--- config.mk ---
export PLATFORM = sky130hd
export DESIGN_NAME = decodeStage
export DESIGN_NICKNAME = d
export VERILOG_FILES = /design/src/source/rvPkg.sv /design/src/source/control.sv /design/src/source/immGen.sv /design/src/source/regFile.sv /design/src/source/hazardUnit.sv /design/src/source/decodePipeRegs.sv /design/src/source/decodeStage.sv
export SDC_FILE = /design/constraint.sdc
export NUM_CORES = 2
export LEC_CHECK = 0
export ABC_CLOCK_PERIOD_IN_PS = 2700
export BUFFER_PORTS_ARGS = -buffer_cell sky130_fd_sc_hd__buf_4
export CORE_MARGIN = 1.5
export CORE_UTILIZATION = 60
export DETAILED_ROUTE_END_ITERATION = 12
export PLACE_DENSITY = 0.8
export SLEW_MARGIN = 10
export SYNTH_ARGS = -nofsm -noshare
export SYNTH_HDL_FRONTEND = slang
export SYNTH_HIERARCHICAL = 1
export SYNTH_SLANG_ARGS = --single-unit
export TNS_END_PERCENT = 1
--- constraint.sdc ---
create_clock -name clk -period 2.7 [get_ports clk]
set_clock_uncertainty 0.1 [all_clocks]
set_input_delay 0 -clock clk [delete_from_list [all_inputs] [get_ports clk]]
set_output_delay 0 -clock clk [all_outputs]
set_load 0.05 [all_outputs]
--- src/source/rvPkg.sv ---
`default_nettype none

package rvPkg;

    // base opcodes, bits 6:0 of the instruction
    localparam logic [6:0] opR      = 7'b0110011;
    localparam logic [6:0] opI      = 7'b0010011;
    localparam logic [6:0] opLoad   = 7'b0000011;
    localparam logic [6:0] opStore  = 7'b0100011;
    localparam logic [6:0] opBranch = 7'b1100011;
    localparam logic [6:0] opJal    = 7'b1101111;
    localparam logic [6:0] opJalr   = 7'b1100111;
    localparam logic [6:0] opLui    = 7'b0110111;
    localparam logic [6:0] opAuipc  = 7'b0010111;

    // class of operation handed to the ALU decoder in EX
    localparam logic [2:0] aluR      = 3'd0;
    localparam logic [2:0] aluI      = 3'd1;
    localparam logic [2:0] aluLoad   = 3'd2;
    localparam logic [2:0] aluStore  = 3'd3;
    localparam logic [2:0] aluBranch = 3'd4;
    localparam logic [2:0] aluJump   = 3'd5; // jal and jalr share it
    localparam logic [2:0] aluLui    = 3'd6;
    localparam logic [2:0] aluAuipc  = 3'd7;

    localparam logic [1:0] resAlu = 2'd0;
    localparam logic [1:0] resMem = 2'd1;
    localparam logic [1:0] resPc4 = 2'd2; // link address

    localparam logic [2:0] immI = 3'd0;
    localparam logic [2:0] immS = 3'd1;
    localparam logic [2:0] immB = 3'd2;
    localparam logic [2:0] immU = 3'd3;
    localparam logic [2:0] immJ = 3'd4;

    localparam logic [2:0] memWord  = 3'd0;
    localparam logic [2:0] memHalf  = 3'd1;
    localparam logic [2:0] memByte  = 3'd2;
    localparam logic [2:0] memByteU = 3'd3;
    localparam logic [2:0] memHalfU = 3'd4;

    localparam logic [31:0] nopInstr = 32'h0000_0013; // addi x0, x0, 0

    // one instruction word, read through whichever format fits the opcode
    typedef union packed {
        struct packed {
            logic [6:0] funct7;
            logic [4:0] rs2;
            logic [4:0] rs1;
            logic [2:0] funct3;
            logic [4:0] rd;
            logic [6:0] opcode;
        } r;
        struct packed {
            logic [11:0] imm;
            logic [4:0]  rs1;
            logic [2:0]  funct3;
            logic [4:0]  rd;
            logic [6:0]  opcode;
        } i;
        struct packed {
            logic [6:0] immHi;
            logic [4:0] rs2;
            logic [4:0] rs1;
            logic [2:0] funct3;
            logic [4:0] immLo;
            logic [6:0] opcode;
        } s;
        struct packed {
            logic       imm12;
            logic [5:0] imm10to5;
            logic [4:0] rs2;
            logic [4:0] rs1;
            logic [2:0] funct3;
            logic [3:0] imm4to1;
            logic       imm11;
            logic [6:0] opcode;
        } b;
        struct packed {
            logic [19:0] imm31to12;
            logic [4:0]  rd;
            logic [6:0]  opcode;
        } u;
        struct packed {
            logic       imm20;
            logic [9:0] imm10to1;
            logic       imm11;
            logic [7:0] imm19to12;
            logic [4:0] rd;
            logic [6:0] opcode;
        } j;
    } instrT;

endpackage

`default_nettype wire

--- src/source/control.sv ---
`default_nettype none

module control (
    input  rvPkg::instrT instrD,
    input  logic         stallD,
    output logic         regWriteD,
    output logic [1:0]   resultSrcD,
    output logic         memWriteD,
    output logic         memReadD,
    output logic         loadD,
    output logic         storeD,
    output logic [2:0]   memCtrlD,
    output logic         aluSrcD,
    output logic [2:0]   immSelD,
    output logic [2:0]   aluOpD,
    output logic         jumpD,
    output logic         jalrD,
    output logic         branchD
);

    logic [6:0] opcode;
    logic [2:0] funct3;

    assign opcode = instrD.r.opcode;
    assign funct3 = instrD.r.funct3; // same bits in every view that has it

    always_comb begin
        regWriteD  = 1'b0;
        resultSrcD = rvPkg::resAlu;
        memWriteD  = 1'b0;
        memReadD   = 1'b0;
        loadD      = 1'b0;
        storeD     = 1'b0;
        memCtrlD   = rvPkg::memWord;
        aluSrcD    = 1'b0;
        immSelD    = rvPkg::immI;
        aluOpD     = rvPkg::aluR;
        jumpD      = 1'b0;
        jalrD      = 1'b0;
        branchD    = 1'b0;

        case (opcode)
            rvPkg::opR: begin
                aluOpD    = rvPkg::aluR;
                regWriteD = 1'b1;
            end
            rvPkg::opI: begin
                aluOpD    = rvPkg::aluI;
                aluSrcD   = 1'b1;
                regWriteD = 1'b1;
            end
            rvPkg::opLoad: begin
                aluOpD     = rvPkg::aluLoad;
                aluSrcD    = 1'b1;
                regWriteD  = 1'b1;
                resultSrcD = rvPkg::resMem;
                memReadD   = 1'b1;
                loadD      = 1'b1;
                case (funct3)
                    3'b000:  memCtrlD = rvPkg::memByte;  // lb
                    3'b001:  memCtrlD = rvPkg::memHalf;  // lh
                    3'b010:  memCtrlD = rvPkg::memWord;  // lw
                    3'b100:  memCtrlD = rvPkg::memByteU; // lbu
                    3'b101:  memCtrlD = rvPkg::memHalfU; // lhu
                    default: begin
                        memReadD = 1'b0; // unknown width, no memory access
                        loadD    = 1'b0;
                    end
                endcase
            end
            rvPkg::opStore: begin
                aluOpD    = rvPkg::aluStore;
                aluSrcD   = 1'b1;
                immSelD   = rvPkg::immS;
                memWriteD = 1'b1;
                storeD    = 1'b1;
                case (funct3)
                    3'b000:  memCtrlD = rvPkg::memByte; // sb
                    3'b001:  memCtrlD = rvPkg::memHalf; // sh
                    3'b010:  memCtrlD = rvPkg::memWord; // sw
                    default: storeD = 1'b0;
                endcase
            end
            rvPkg::opBranch: begin
                aluOpD  = rvPkg::aluBranch;
                immSelD = rvPkg::immB;
                branchD = 1'b1; // both operands from registers
            end
            rvPkg::opJal: begin
                aluOpD     = rvPkg::aluJump;
                aluSrcD    = 1'b1;
                immSelD    = rvPkg::immJ;
                regWriteD  = 1'b1;
                resultSrcD = rvPkg::resPc4;
                jumpD      = 1'b1;
            end
            rvPkg::opJalr: begin
                aluOpD     = rvPkg::aluJump;
                aluSrcD    = 1'b1;
                regWriteD  = 1'b1;
                resultSrcD = rvPkg::resPc4;
                jumpD      = 1'b1;
                jalrD      = 1'b1; // target comes from rs1, not pc
            end
            rvPkg::opLui: begin
                aluOpD    = rvPkg::aluLui;
                aluSrcD   = 1'b1;
                immSelD   = rvPkg::immU;
                regWriteD = 1'b1;
            end
            rvPkg::opAuipc: begin
                aluOpD    = rvPkg::aluAuipc;
                aluSrcD   = 1'b1;
                immSelD   = rvPkg::immU;
                regWriteD = 1'b1;
            end
            default: aluOpD = rvPkg::aluR; // unknown opcode decodes as a no-op
        endcase

        // a stalled instruction goes down the pipe as a bubble
        if (stallD) begin
            regWriteD = 1'b0;
            memWriteD = 1'b0;
            memReadD  = 1'b0;
            loadD     = 1'b0;
            storeD    = 1'b0;
        end
    end

endmodule

`default_nettype wire

--- src/source/immGen.sv ---
`default_nettype none

module immGen (
    input  rvPkg::instrT instrD,
    input  logic [2:0]   immSelD,
    output logic [31:0]  immD
);

    always_comb begin
        case (immSelD)
            rvPkg::immS: begin
                immD = {{20{instrD.s.immHi[6]}}, instrD.s.immHi, instrD.s.immLo};
            end
            rvPkg::immB: begin
                immD = {{19{instrD.b.imm12}},
                        instrD.b.imm12,
                        instrD.b.imm11,
                        instrD.b.imm10to5,
                        instrD.b.imm4to1,
                        1'b0};                    // halfword aligned
            end
            rvPkg::immU: begin
                immD = {instrD.u.imm31to12, 12'b0}; // upper 20 bits only
            end
            rvPkg::immJ: begin
                immD = {{11{instrD.j.imm20}},
                        instrD.j.imm20,
                        instrD.j.imm19to12,
                        instrD.j.imm11,
                        instrD.j.imm10to1,
                        1'b0};
            end
            default: begin
                immD = {{20{instrD.i.imm[11]}}, instrD.i.imm}; // I format
            end
        endcase
    end

endmodule

`default_nettype wire

--- src/source/regFile.sv ---
`default_nettype none

module regFile (
    input  logic        clk,
    input  logic        rstN,
    input  logic [4:0]  rs1,
    input  logic [4:0]  rs2,
    input  logic        wbEn,
    input  logic [4:0]  wbRd,
    input  logic [31:0] wbData,
    output logic [31:0] rd1,
    output logic [31:0] rd2
);

    logic [31:0] regs [1:31]; // x0 has no storage

    always_ff @(posedge clk or negedge rstN) begin
        if (!rstN) begin
            for (int k = 1; k < 32; k++) begin
                regs[k] <= 32'd0;
            end
        end else if (wbEn && wbRd != 5'd0) begin
            regs[wbRd] <= wbData;
        end
    end

    // writeback lands in the same cycle as the read
    always_comb begin
        if (rs1 == 5'd0)                 rd1 = 32'd0;
        else if (wbEn && wbRd == rs1)    rd1 = wbData;
        else                             rd1 = regs[rs1];

        if (rs2 == 5'd0)                 rd2 = 32'd0;
        else if (wbEn && wbRd == rs2)    rd2 = wbData;
        else                             rd2 = regs[rs2];
    end

    // a stored value comes back from storage on the next read
    assert property (@(posedge clk) disable iff (!rstN)
        ($past(rstN) && $past(wbEn) && $past(wbRd) != 5'd0
            && rs1 == $past(wbRd) && !(wbEn && wbRd == rs1))
            |-> rd1 == $past(wbData))
        else $error("regFile: written value not read back");

endmodule

`default_nettype wire

--- src/source/hazardUnit.sv ---
`default_nettype none

module hazardUnit (
    input  rvPkg::instrT instrD,
    input  logic         loadE,
    input  logic [4:0]   rdE,
    output logic         stallD
);

    logic [6:0] opcode;
    logic       useRs1;
    logic       useRs2;
    logic       hitRs1;
    logic       hitRs2;

    assign opcode = instrD.r.opcode;

    // only formats that really read a register field may cause a stall
    assign useRs2 = (opcode == rvPkg::opR)
                 || (opcode == rvPkg::opStore)
                 || (opcode == rvPkg::opBranch);
    assign useRs1 = !((opcode == rvPkg::opLui)
                   || (opcode == rvPkg::opAuipc)
                   || (opcode == rvPkg::opJal));

    assign hitRs1 = useRs1 && (rdE == instrD.r.rs1);
    assign hitRs2 = useRs2 && (rdE == instrD.r.rs2);

    // load result is not ready until after MEM
    assign stallD = loadE && (rdE != 5'd0) && (hitRs1 || hitRs2);

endmodule

`default_nettype wire

--- src/source/decodePipeRegs.sv ---
`default_nettype none

module decodePipeRegs (
    input  logic         clk,
    input  logic         rstN,
    input  logic [31:0]  instrF,
    input  logic [31:0]  pcF,
    input  logic         stallD,
    input  logic         regWriteD,
    input  logic [1:0]   resultSrcD,
    input  logic         memWriteD,
    input  logic         memReadD,
    input  logic         loadD,
    input  logic         storeD,
    input  logic [2:0]   memCtrlD,
    input  logic         aluSrcD,
    input  logic [2:0]   aluOpD,
    input  logic         jumpD,
    input  logic         jalrD,
    input  logic         branchD,
    input  logic [31:0]  immD,
    input  logic [31:0]  rd1D,
    input  logic [31:0]  rd2D,
    output rvPkg::instrT instrD,
    output logic [31:0]  pcD,
    output logic         regWriteE,
    output logic [1:0]   resultSrcE,
    output logic         memWriteE,
    output logic         memReadE,
    output logic         loadE,
    output logic         storeE,
    output logic [2:0]   memCtrlE,
    output logic         aluSrcE,
    output logic [2:0]   aluOpE,
    output logic         jumpE,
    output logic         jalrE,
    output logic         branchE,
    output logic [31:0]  rd1E,
    output logic [31:0]  rd2E,
    output logic [31:0]  immE,
    output logic [4:0]   rdE,
    output logic [4:0]   rs1E,
    output logic [4:0]   rs2E,
    output logic [31:0]  pcE
);

    // IF/ID
    always_ff @(posedge clk or negedge rstN) begin
        if (!rstN) begin
            instrD <= rvPkg::nopInstr;
            pcD    <= 32'd0;
        end else if (!stallD) begin
            instrD <= instrF;
            pcD    <= pcF;
        end
    end

    // ID/EX, bubble comes in through the zeroed enables from control
    always_ff @(posedge clk or negedge rstN) begin
        if (!rstN) begin
            regWriteE  <= 1'b0;
            resultSrcE <= 2'd0;
            memWriteE  <= 1'b0;
            memReadE   <= 1'b0;
            loadE      <= 1'b0;
            storeE     <= 1'b0;
            memCtrlE   <= 3'd0;
            aluSrcE    <= 1'b0;
            aluOpE     <= 3'd0;
            jumpE      <= 1'b0;
            jalrE      <= 1'b0;
            branchE    <= 1'b0;
            rd1E       <= 32'd0;
            rd2E       <= 32'd0;
            immE       <= 32'd0;
            rdE        <= 5'd0;
            rs1E       <= 5'd0;
            rs2E       <= 5'd0;
            pcE        <= 32'd0;
        end else begin
            regWriteE  <= regWriteD;
            resultSrcE <= resultSrcD;
            memWriteE  <= memWriteD;
            memReadE   <= memReadD;
            loadE      <= loadD;
            storeE     <= storeD;
            memCtrlE   <= memCtrlD;
            aluSrcE    <= aluSrcD;
            aluOpE     <= aluOpD;
            jumpE      <= jumpD;
            jalrE      <= jalrD;
            branchE    <= branchD;
            rd1E       <= rd1D;
            rd2E       <= rd2D;
            immE       <= immD;
            rdE        <= instrD.r.rd;
            rs1E       <= instrD.r.rs1;
            rs2E       <= instrD.r.rs2;
            pcE        <= pcD;
        end
    end

    // the bubble carries loadE low, so the hazard clears on the next cycle
    assert property (@(posedge clk) disable iff (!rstN) stallD |=> !stallD)
        else $error("decodePipeRegs: stall held for two cycles");

endmodule

`default_nettype wire

--- src/source/decodeStage.sv ---
`default_nettype none

module decodeStage (
    input  logic        clk,
    input  logic        rstN,
    input  logic [31:0] instrF,
    input  logic [31:0] pcF,
    input  logic        wbEn,
    input  logic [4:0]  wbRd,
    input  logic [31:0] wbData,
    output logic        stallD,
    output logic        regWriteE,
    output logic [1:0]  resultSrcE,
    output logic        memWriteE,
    output logic        memReadE,
    output logic        loadE,
    output logic        storeE,
    output logic [2:0]  memCtrlE,
    output logic        aluSrcE,
    output logic [2:0]  aluOpE,
    output logic        jumpE,
    output logic        jalrE,
    output logic        branchE,
    output logic [31:0] rd1E,
    output logic [31:0] rd2E,
    output logic [31:0] immE,
    output logic [4:0]  rdE,
    output logic [4:0]  rs1E,
    output logic [4:0]  rs2E,
    output logic [31:0] pcE
);

    rvPkg::instrT instrD;
    logic [31:0]  pcD;
    logic         regWriteD;
    logic [1:0]   resultSrcD;
    logic         memWriteD;
    logic         memReadD;
    logic         loadD;
    logic         storeD;
    logic [2:0]   memCtrlD;
    logic         aluSrcD;
    logic [2:0]   immSelD;
    logic [2:0]   aluOpD;
    logic         jumpD;
    logic         jalrD;
    logic         branchD;
    logic [31:0]  immD;
    logic [31:0]  rd1D;
    logic [31:0]  rd2D;

    decodePipeRegs pipeRegs_i (
        .clk, .rstN, .instrF, .pcF, .stallD,
        .regWriteD, .resultSrcD, .memWriteD, .memReadD, .loadD, .storeD,
        .memCtrlD, .aluSrcD, .aluOpD, .jumpD, .jalrD, .branchD,
        .immD, .rd1D, .rd2D,
        .instrD, .pcD,
        .regWriteE, .resultSrcE, .memWriteE, .memReadE, .loadE, .storeE,
        .memCtrlE, .aluSrcE, .aluOpE, .jumpE, .jalrE, .branchE,
        .rd1E, .rd2E, .immE, .rdE, .rs1E, .rs2E, .pcE
    );

    control control_i (
        .instrD, .stallD,
        .regWriteD, .resultSrcD, .memWriteD, .memReadD, .loadD, .storeD,
        .memCtrlD, .aluSrcD, .immSelD, .aluOpD, .jumpD, .jalrD, .branchD
    );

    immGen immGen_i (
        .instrD, .immSelD, .immD
    );

    regFile regFile_i (
        .clk, .rstN,
        .rs1    (instrD.r.rs1),
        .rs2    (instrD.r.rs2),
        .wbEn, .wbRd, .wbData,
        .rd1    (rd1D),
        .rd2    (rd2D)
    );

    hazardUnit hazardUnit_i (
        .instrD, .loadE, .rdE, .stallD
    );

endmodule

`default_nettype wire

==> flow_metrics.env <==
export IMPL_run_status="complete, no violations"
export IMPL_nature_of_the_critical_path_startpoint="flip-flop"
export IMPL_highest_clock_rate_ghz=0.376
export IMPL_layout_drive_gt1_share_pct=50.8
export IMPL_first_global_vias=43535
export IMPL_number_of_flops_mapped_to_enable_cells_by_yosys=0
export IMPL_avgViaCountPerCell=7.02
export IMPL_die_width_um=324
export IMPL_worstRegToRegCells=7
export IMPL_maxCapViolations=0
export IMPL_critical_path_cell_chain="nand4b_1 -> a211oi_2 -> nand4_1 -> a21oi_4 -> buf_4 -> buf_12 -> mux2_2"
export IMPL_busiest_layer="met2"
export IMPL_worstPathMaxFanout=42
export IMPL_final_slew_viol_count=0
export IMPL_design_final_nets=4699
export IMPL_min_period_over_period_pct=98.5
export IMPL_final_period_minus_worst_setup_slack_ns=2.66
export IMPL_postSynth_asyncResetShare_pct=100
export IMPL_wire_per_inst_um=31.7
export IMPL_synthMuxAreaShare_pct=38.4
export IMPL_postSynth_topFlopCell="sky130_fd_sc_hd__dfrtp_1"
export IMPL_placement_rows=117
export IMPL_grt_max_degree=105
export IMPL_critical_path_class="flip-flop to flip-flop"
export IMPL_numCtsBuffers=131
export IMPL_critical_path_endpoint="pipeRegs_i/pcD[31]$_DFFE_PN0N_"
export IMPL_synth_sequential_area_ratio_pct=49.2
export IMPL_num_io_pins=265
export IMPL_timing_hold_worst_class="input pin to flip-flop"
export IMPL_numPortBuffers=264
export IMPL_setup_slack_ns=0.0406
export IMPL_share_of_the_synthesized_area_in_the_top_cell_type_pct=49.0
export IMPL_synth_top_cells_by_area="sky130_fd_sc_hd__dfrtp_1 (49%), sky130_fd_sc_hd__mux2_2 (19%), sky130_fd_sc_hd__mux4_2 (15%)"
export IMPL_chip_height_um=324
export IMPL_crit_path_start="pipeRegs_i/instrD[0]$_DFFE_PN1N_"
export IMPL_drtAntennaViolNets=0
export IMPL_synth_adder_area_share_pct=0
export IMPL_postSynthCellCount=4184
export IMPL_ir_worst_vdd_v=0.000593
export IMPL_clk_pin_slew_worst_paths_ns=0.06
export IMPL_dp_hpwl_mm=116
export IMPL_root_buffer_master="sky130_fd_sc_hd__clkbuf_16"
export IMPL_worst_pin_slew_ns=0.973
export IMPL_met1_usage_pct=48.6
export IMPL_clock_tree_from_tritoncts="done"
export IMPL_area_of_the_core_region_um2=102000
export IMPL_relSlewSlack_pct=35.1
export IMPL_synthToLayoutAreaGrowth_pct=17.4
export IMPL_tritoncts_num_sinks=1216
export IMPL_synth_simple_gate_area_share_pct=2.85
export IMPL_grt_util_met2_pct=56.1
export IMPL_synth_lib_cells_used_distinct=77
export IMPL_max_clock_path_buffers=3
export IMPL_htree_levels=4
export IMPL_yosys_register_bits=1216
export IMPL_regToRegStartpoint="pipeRegs_i/instrD[0]$_DFFE_PN1N_"
export IMPL_num_fill_cells=6347
export IMPL_end_of_the_worst_register_to_register_path="pipeRegs_i/pcD[31]$_DFFE_PN0N_"
export IMPL_wl_mm=192
export IMPL_post_layout_total_power_uw=53100
export IMPL_total_number_of_yosys_warnings=6
export IMPL_insertion_delay_ns=0.74
export IMPL_fraction_of_the_mapped_netlist_area_in_compound_gates_pct=5.59
export IMPL_post_place_ws_ns=0.0907
export IMPL_critPathSlowestCell="sky130_fd_sc_hd__dfstp_2"
export IMPL_reg2reg_slack_ns=0.04
export IMPL_largest_family_of_logic_cells_by_synthesized_area="multiplexers"
export IMPL_crit_path_max_incr_delay_ns=0.60
export IMPL_drt_initial_drc_count=5241
export IMPL_drc=0
export IMPL_grt_first_pass_wirelength_mm=285
export IMPL_leakage_uw=0.0319
export IMPL_power_density_nw_per_um2=731
export IMPL_detailroute_via_count=42595
export IMPL_gp_congestion=0.892
export IMPL_grt_antenna_before_repair=11
export IMPL_gr_usage_met3_pct=10.4
export IMPL_final_setup_violations=0
export IMPL_firstDrtPassIters=8
export IMPL_post_synth_xor_area_fraction_pct=0.283
export IMPL_synth_avg_cell_area_um2=14.8
export IMPL_synth_top_cell_by_area="sky130_fd_sc_hd__dfrtp_1"
export IMPL_grt_remaining_overflow=0
export IMPL_mappedNetlistNets=4288
export IMPL_post_synthesis_instance_area_um2=61900
export IMPL_timing_critical_path_arrival_ns=3.18
export IMPL_initial_utilization_pct=60.7
export IMPL_design_die_area_um2=105000
export IMPL_grt_total_usage_pct=37.0
export IMPL_hold_violations=0
export IMPL_setup_worst_path_end_class="flip-flop"
export IMPL_worstPathRequired_ns=3.22
-- sequential cells by signal, indices dropped and copies added, names as in the netlist, 2 cells and up --
signal,cells
regFile_i/regs,992
pipeRegs_i/immE,32
pipeRegs_i/instrD,32
pipeRegs_i/pcD,32
pipeRegs_i/pcE,32
pipeRegs_i/rd1E,32
pipeRegs_i/rd2E,32
pipeRegs_i/rdE,5
pipeRegs_i/rs1E,5
pipeRegs_i/rs2E,5
pipeRegs_i/aluOpE,3
pipeRegs_i/memCtrlE,3
pipeRegs_i/resultSrcE,2
-- layout by cell type (no fill, tap or decap), types with 21 or more instances in the layout --
cell,n
sky130_fd_sc_hd__buf_4,457
sky130_fd_sc_hd__mux2_2,1071
sky130_fd_sc_hd__buf_12,73
sky130_fd_sc_hd__clkbuf_1,31
sky130_fd_sc_hd__a211oi_1,28
sky130_fd_sc_hd__o2111ai_1,27
sky130_fd_sc_hd__a21oi_1,53
sky130_fd_sc_hd__clkbuf_16,136
sky130_fd_sc_hd__mux4_2,405
sky130_fd_sc_hd__mux2i_1,163
sky130_fd_sc_hd__a22oi_1,47
sky130_fd_sc_hd__nand2b_1,25
sky130_fd_sc_hd__nand3_1,43
sky130_fd_sc_hd__o211ai_1,60
sky130_fd_sc_hd__nand2_1,157
sky130_fd_sc_hd__mux2_4,60
sky130_fd_sc_hd__o21ai_0,48
sky130_fd_sc_hd__dlygate4sd3_1,169
sky130_fd_sc_hd__clkbuf_8,24
sky130_fd_sc_hd__a31oi_1,40
sky130_fd_sc_hd__dfrtp_1,1202
sky130_fd_sc_hd__a221o_1,21
-- synth_stat cells, drive strengths merged (26+ instances only) --
library cell and count:
dfrtp 1213, mux2 1131, mux4 407, buf 270, nand2 173, mux2i 163
clkbuf 154, o211ai 60, a21oi 54, o21ai 48, a22oi 47, nand3 45
a31oi 40, nor2 40, a211oi 29, o2111ai 27, a221oi 26, nand2b 26
-- worst min-delay path by stage --
stage | from | endpoint | slack (ns) | depth (start not counted)
finish | wbData[4] | regFile_i/regs[548]$_DFFE_PN0P_ | 0.20 | 3
global placement | rstN | pipeRegs_i/pcE[25]$_DFF_PN0_ | -0.11 | 1
detailed placement | rstN | pipeRegs_i/pcE[30]$_DFF_PN0_ | -0.10 | 1
floorplan | rstN | pipeRegs_i/aluOpE[0]$_DFF_PN0_ | -0.40 | 0
CTS | wbData[23] | pipeRegs_i/rd1E[23]$_DFF_PN0_ | 0.17 | 4
global route | wbData[21] | pipeRegs_i/rd2E[21]$_DFF_PN0_ | 0.24 | 4
-- power by group --
group / internal (uW) / leakage [uW] / total [uW] / switching, uW
clock network: 10900 / 0.00213 / 18300 / 7380
registers: 21400 / 0.0154 / 24000 / 2530
logic: 6110 / 0.0144 / 10900 / 4760
total: 38500 / 0.0319 / 53100 / 14700
-- metal layers --
layer | wire length [um] | up-vias
met4 | 11700 | 14
met1 | 71000 | 22244
met3 | 21900 | 687
met5 | 111 | -
li1 | - | 16817
met2 | 87400 | 2833
-- cell type report --
cell class / count / area [um^2] / area share (%)
Sequential cell: 1216 / 30500 / 41.9
Clock inverter: 41 / 526 / 0.723
Inverter: 9 / 33.8 / 0.0465
Antenna cell: 7 / 17.5 / 0.0241
Tap cell: 1368 / 1710 / 2.36
Timing Repair Buffer: 702 / 6660 / 9.16
Multi-Input combinational cell: 2535 / 29400 / 40.5
Clock buffer: 191 / 3850 / 5.30
-- through the flow --
stage                     cell area, um^2  utilization (%)   TNS, ns  hold slack [ns]  std cells
final                               72700             71.2         0            0.200       6069
after global routing                72700             71.2  -0.00276            0.239       6064
after CTS                           72600             71.2         0            0.167       6057
after detailed placement            66500             65.1         0           -0.105       5653
after global placement              66500             65.1         0           -0.109       5653
after floorplan                     61900                -         0           -0.396       4184
-- cells by family (layout without fill, tap and decap cells) --
logic type,count (synthesis),count (layout)
AOI/OAI and AO/OA,457,457
xor gates and xnor gates,20,20
and+or+nand+nor,357,357
muxes,1701,1701
DFF,1216,1216
buffers and inverters,433,943
other,0,7
-- repair_timing --
action,CTS,global route
buffers inserted,1,5
endpoints found under the hold margin,2336,0
resized for setup,2,3
pin swaps,2,4
hold buffers,170,0
setup endpoints to repair,1,1
cloned,1,0
-- critical path: cells and delay by family, from the launching register on --
kind                   cells  cell delay [ns]
AND/OR/NAND/NOR            2             0.35
flip-flops                 1             0.60
multiplexers               1             0.39
AO/OA/AOI/OAI              2             0.60
buffers and inverters      2             0.46
No activity file was read; power rests on OpenSTA's default activity.
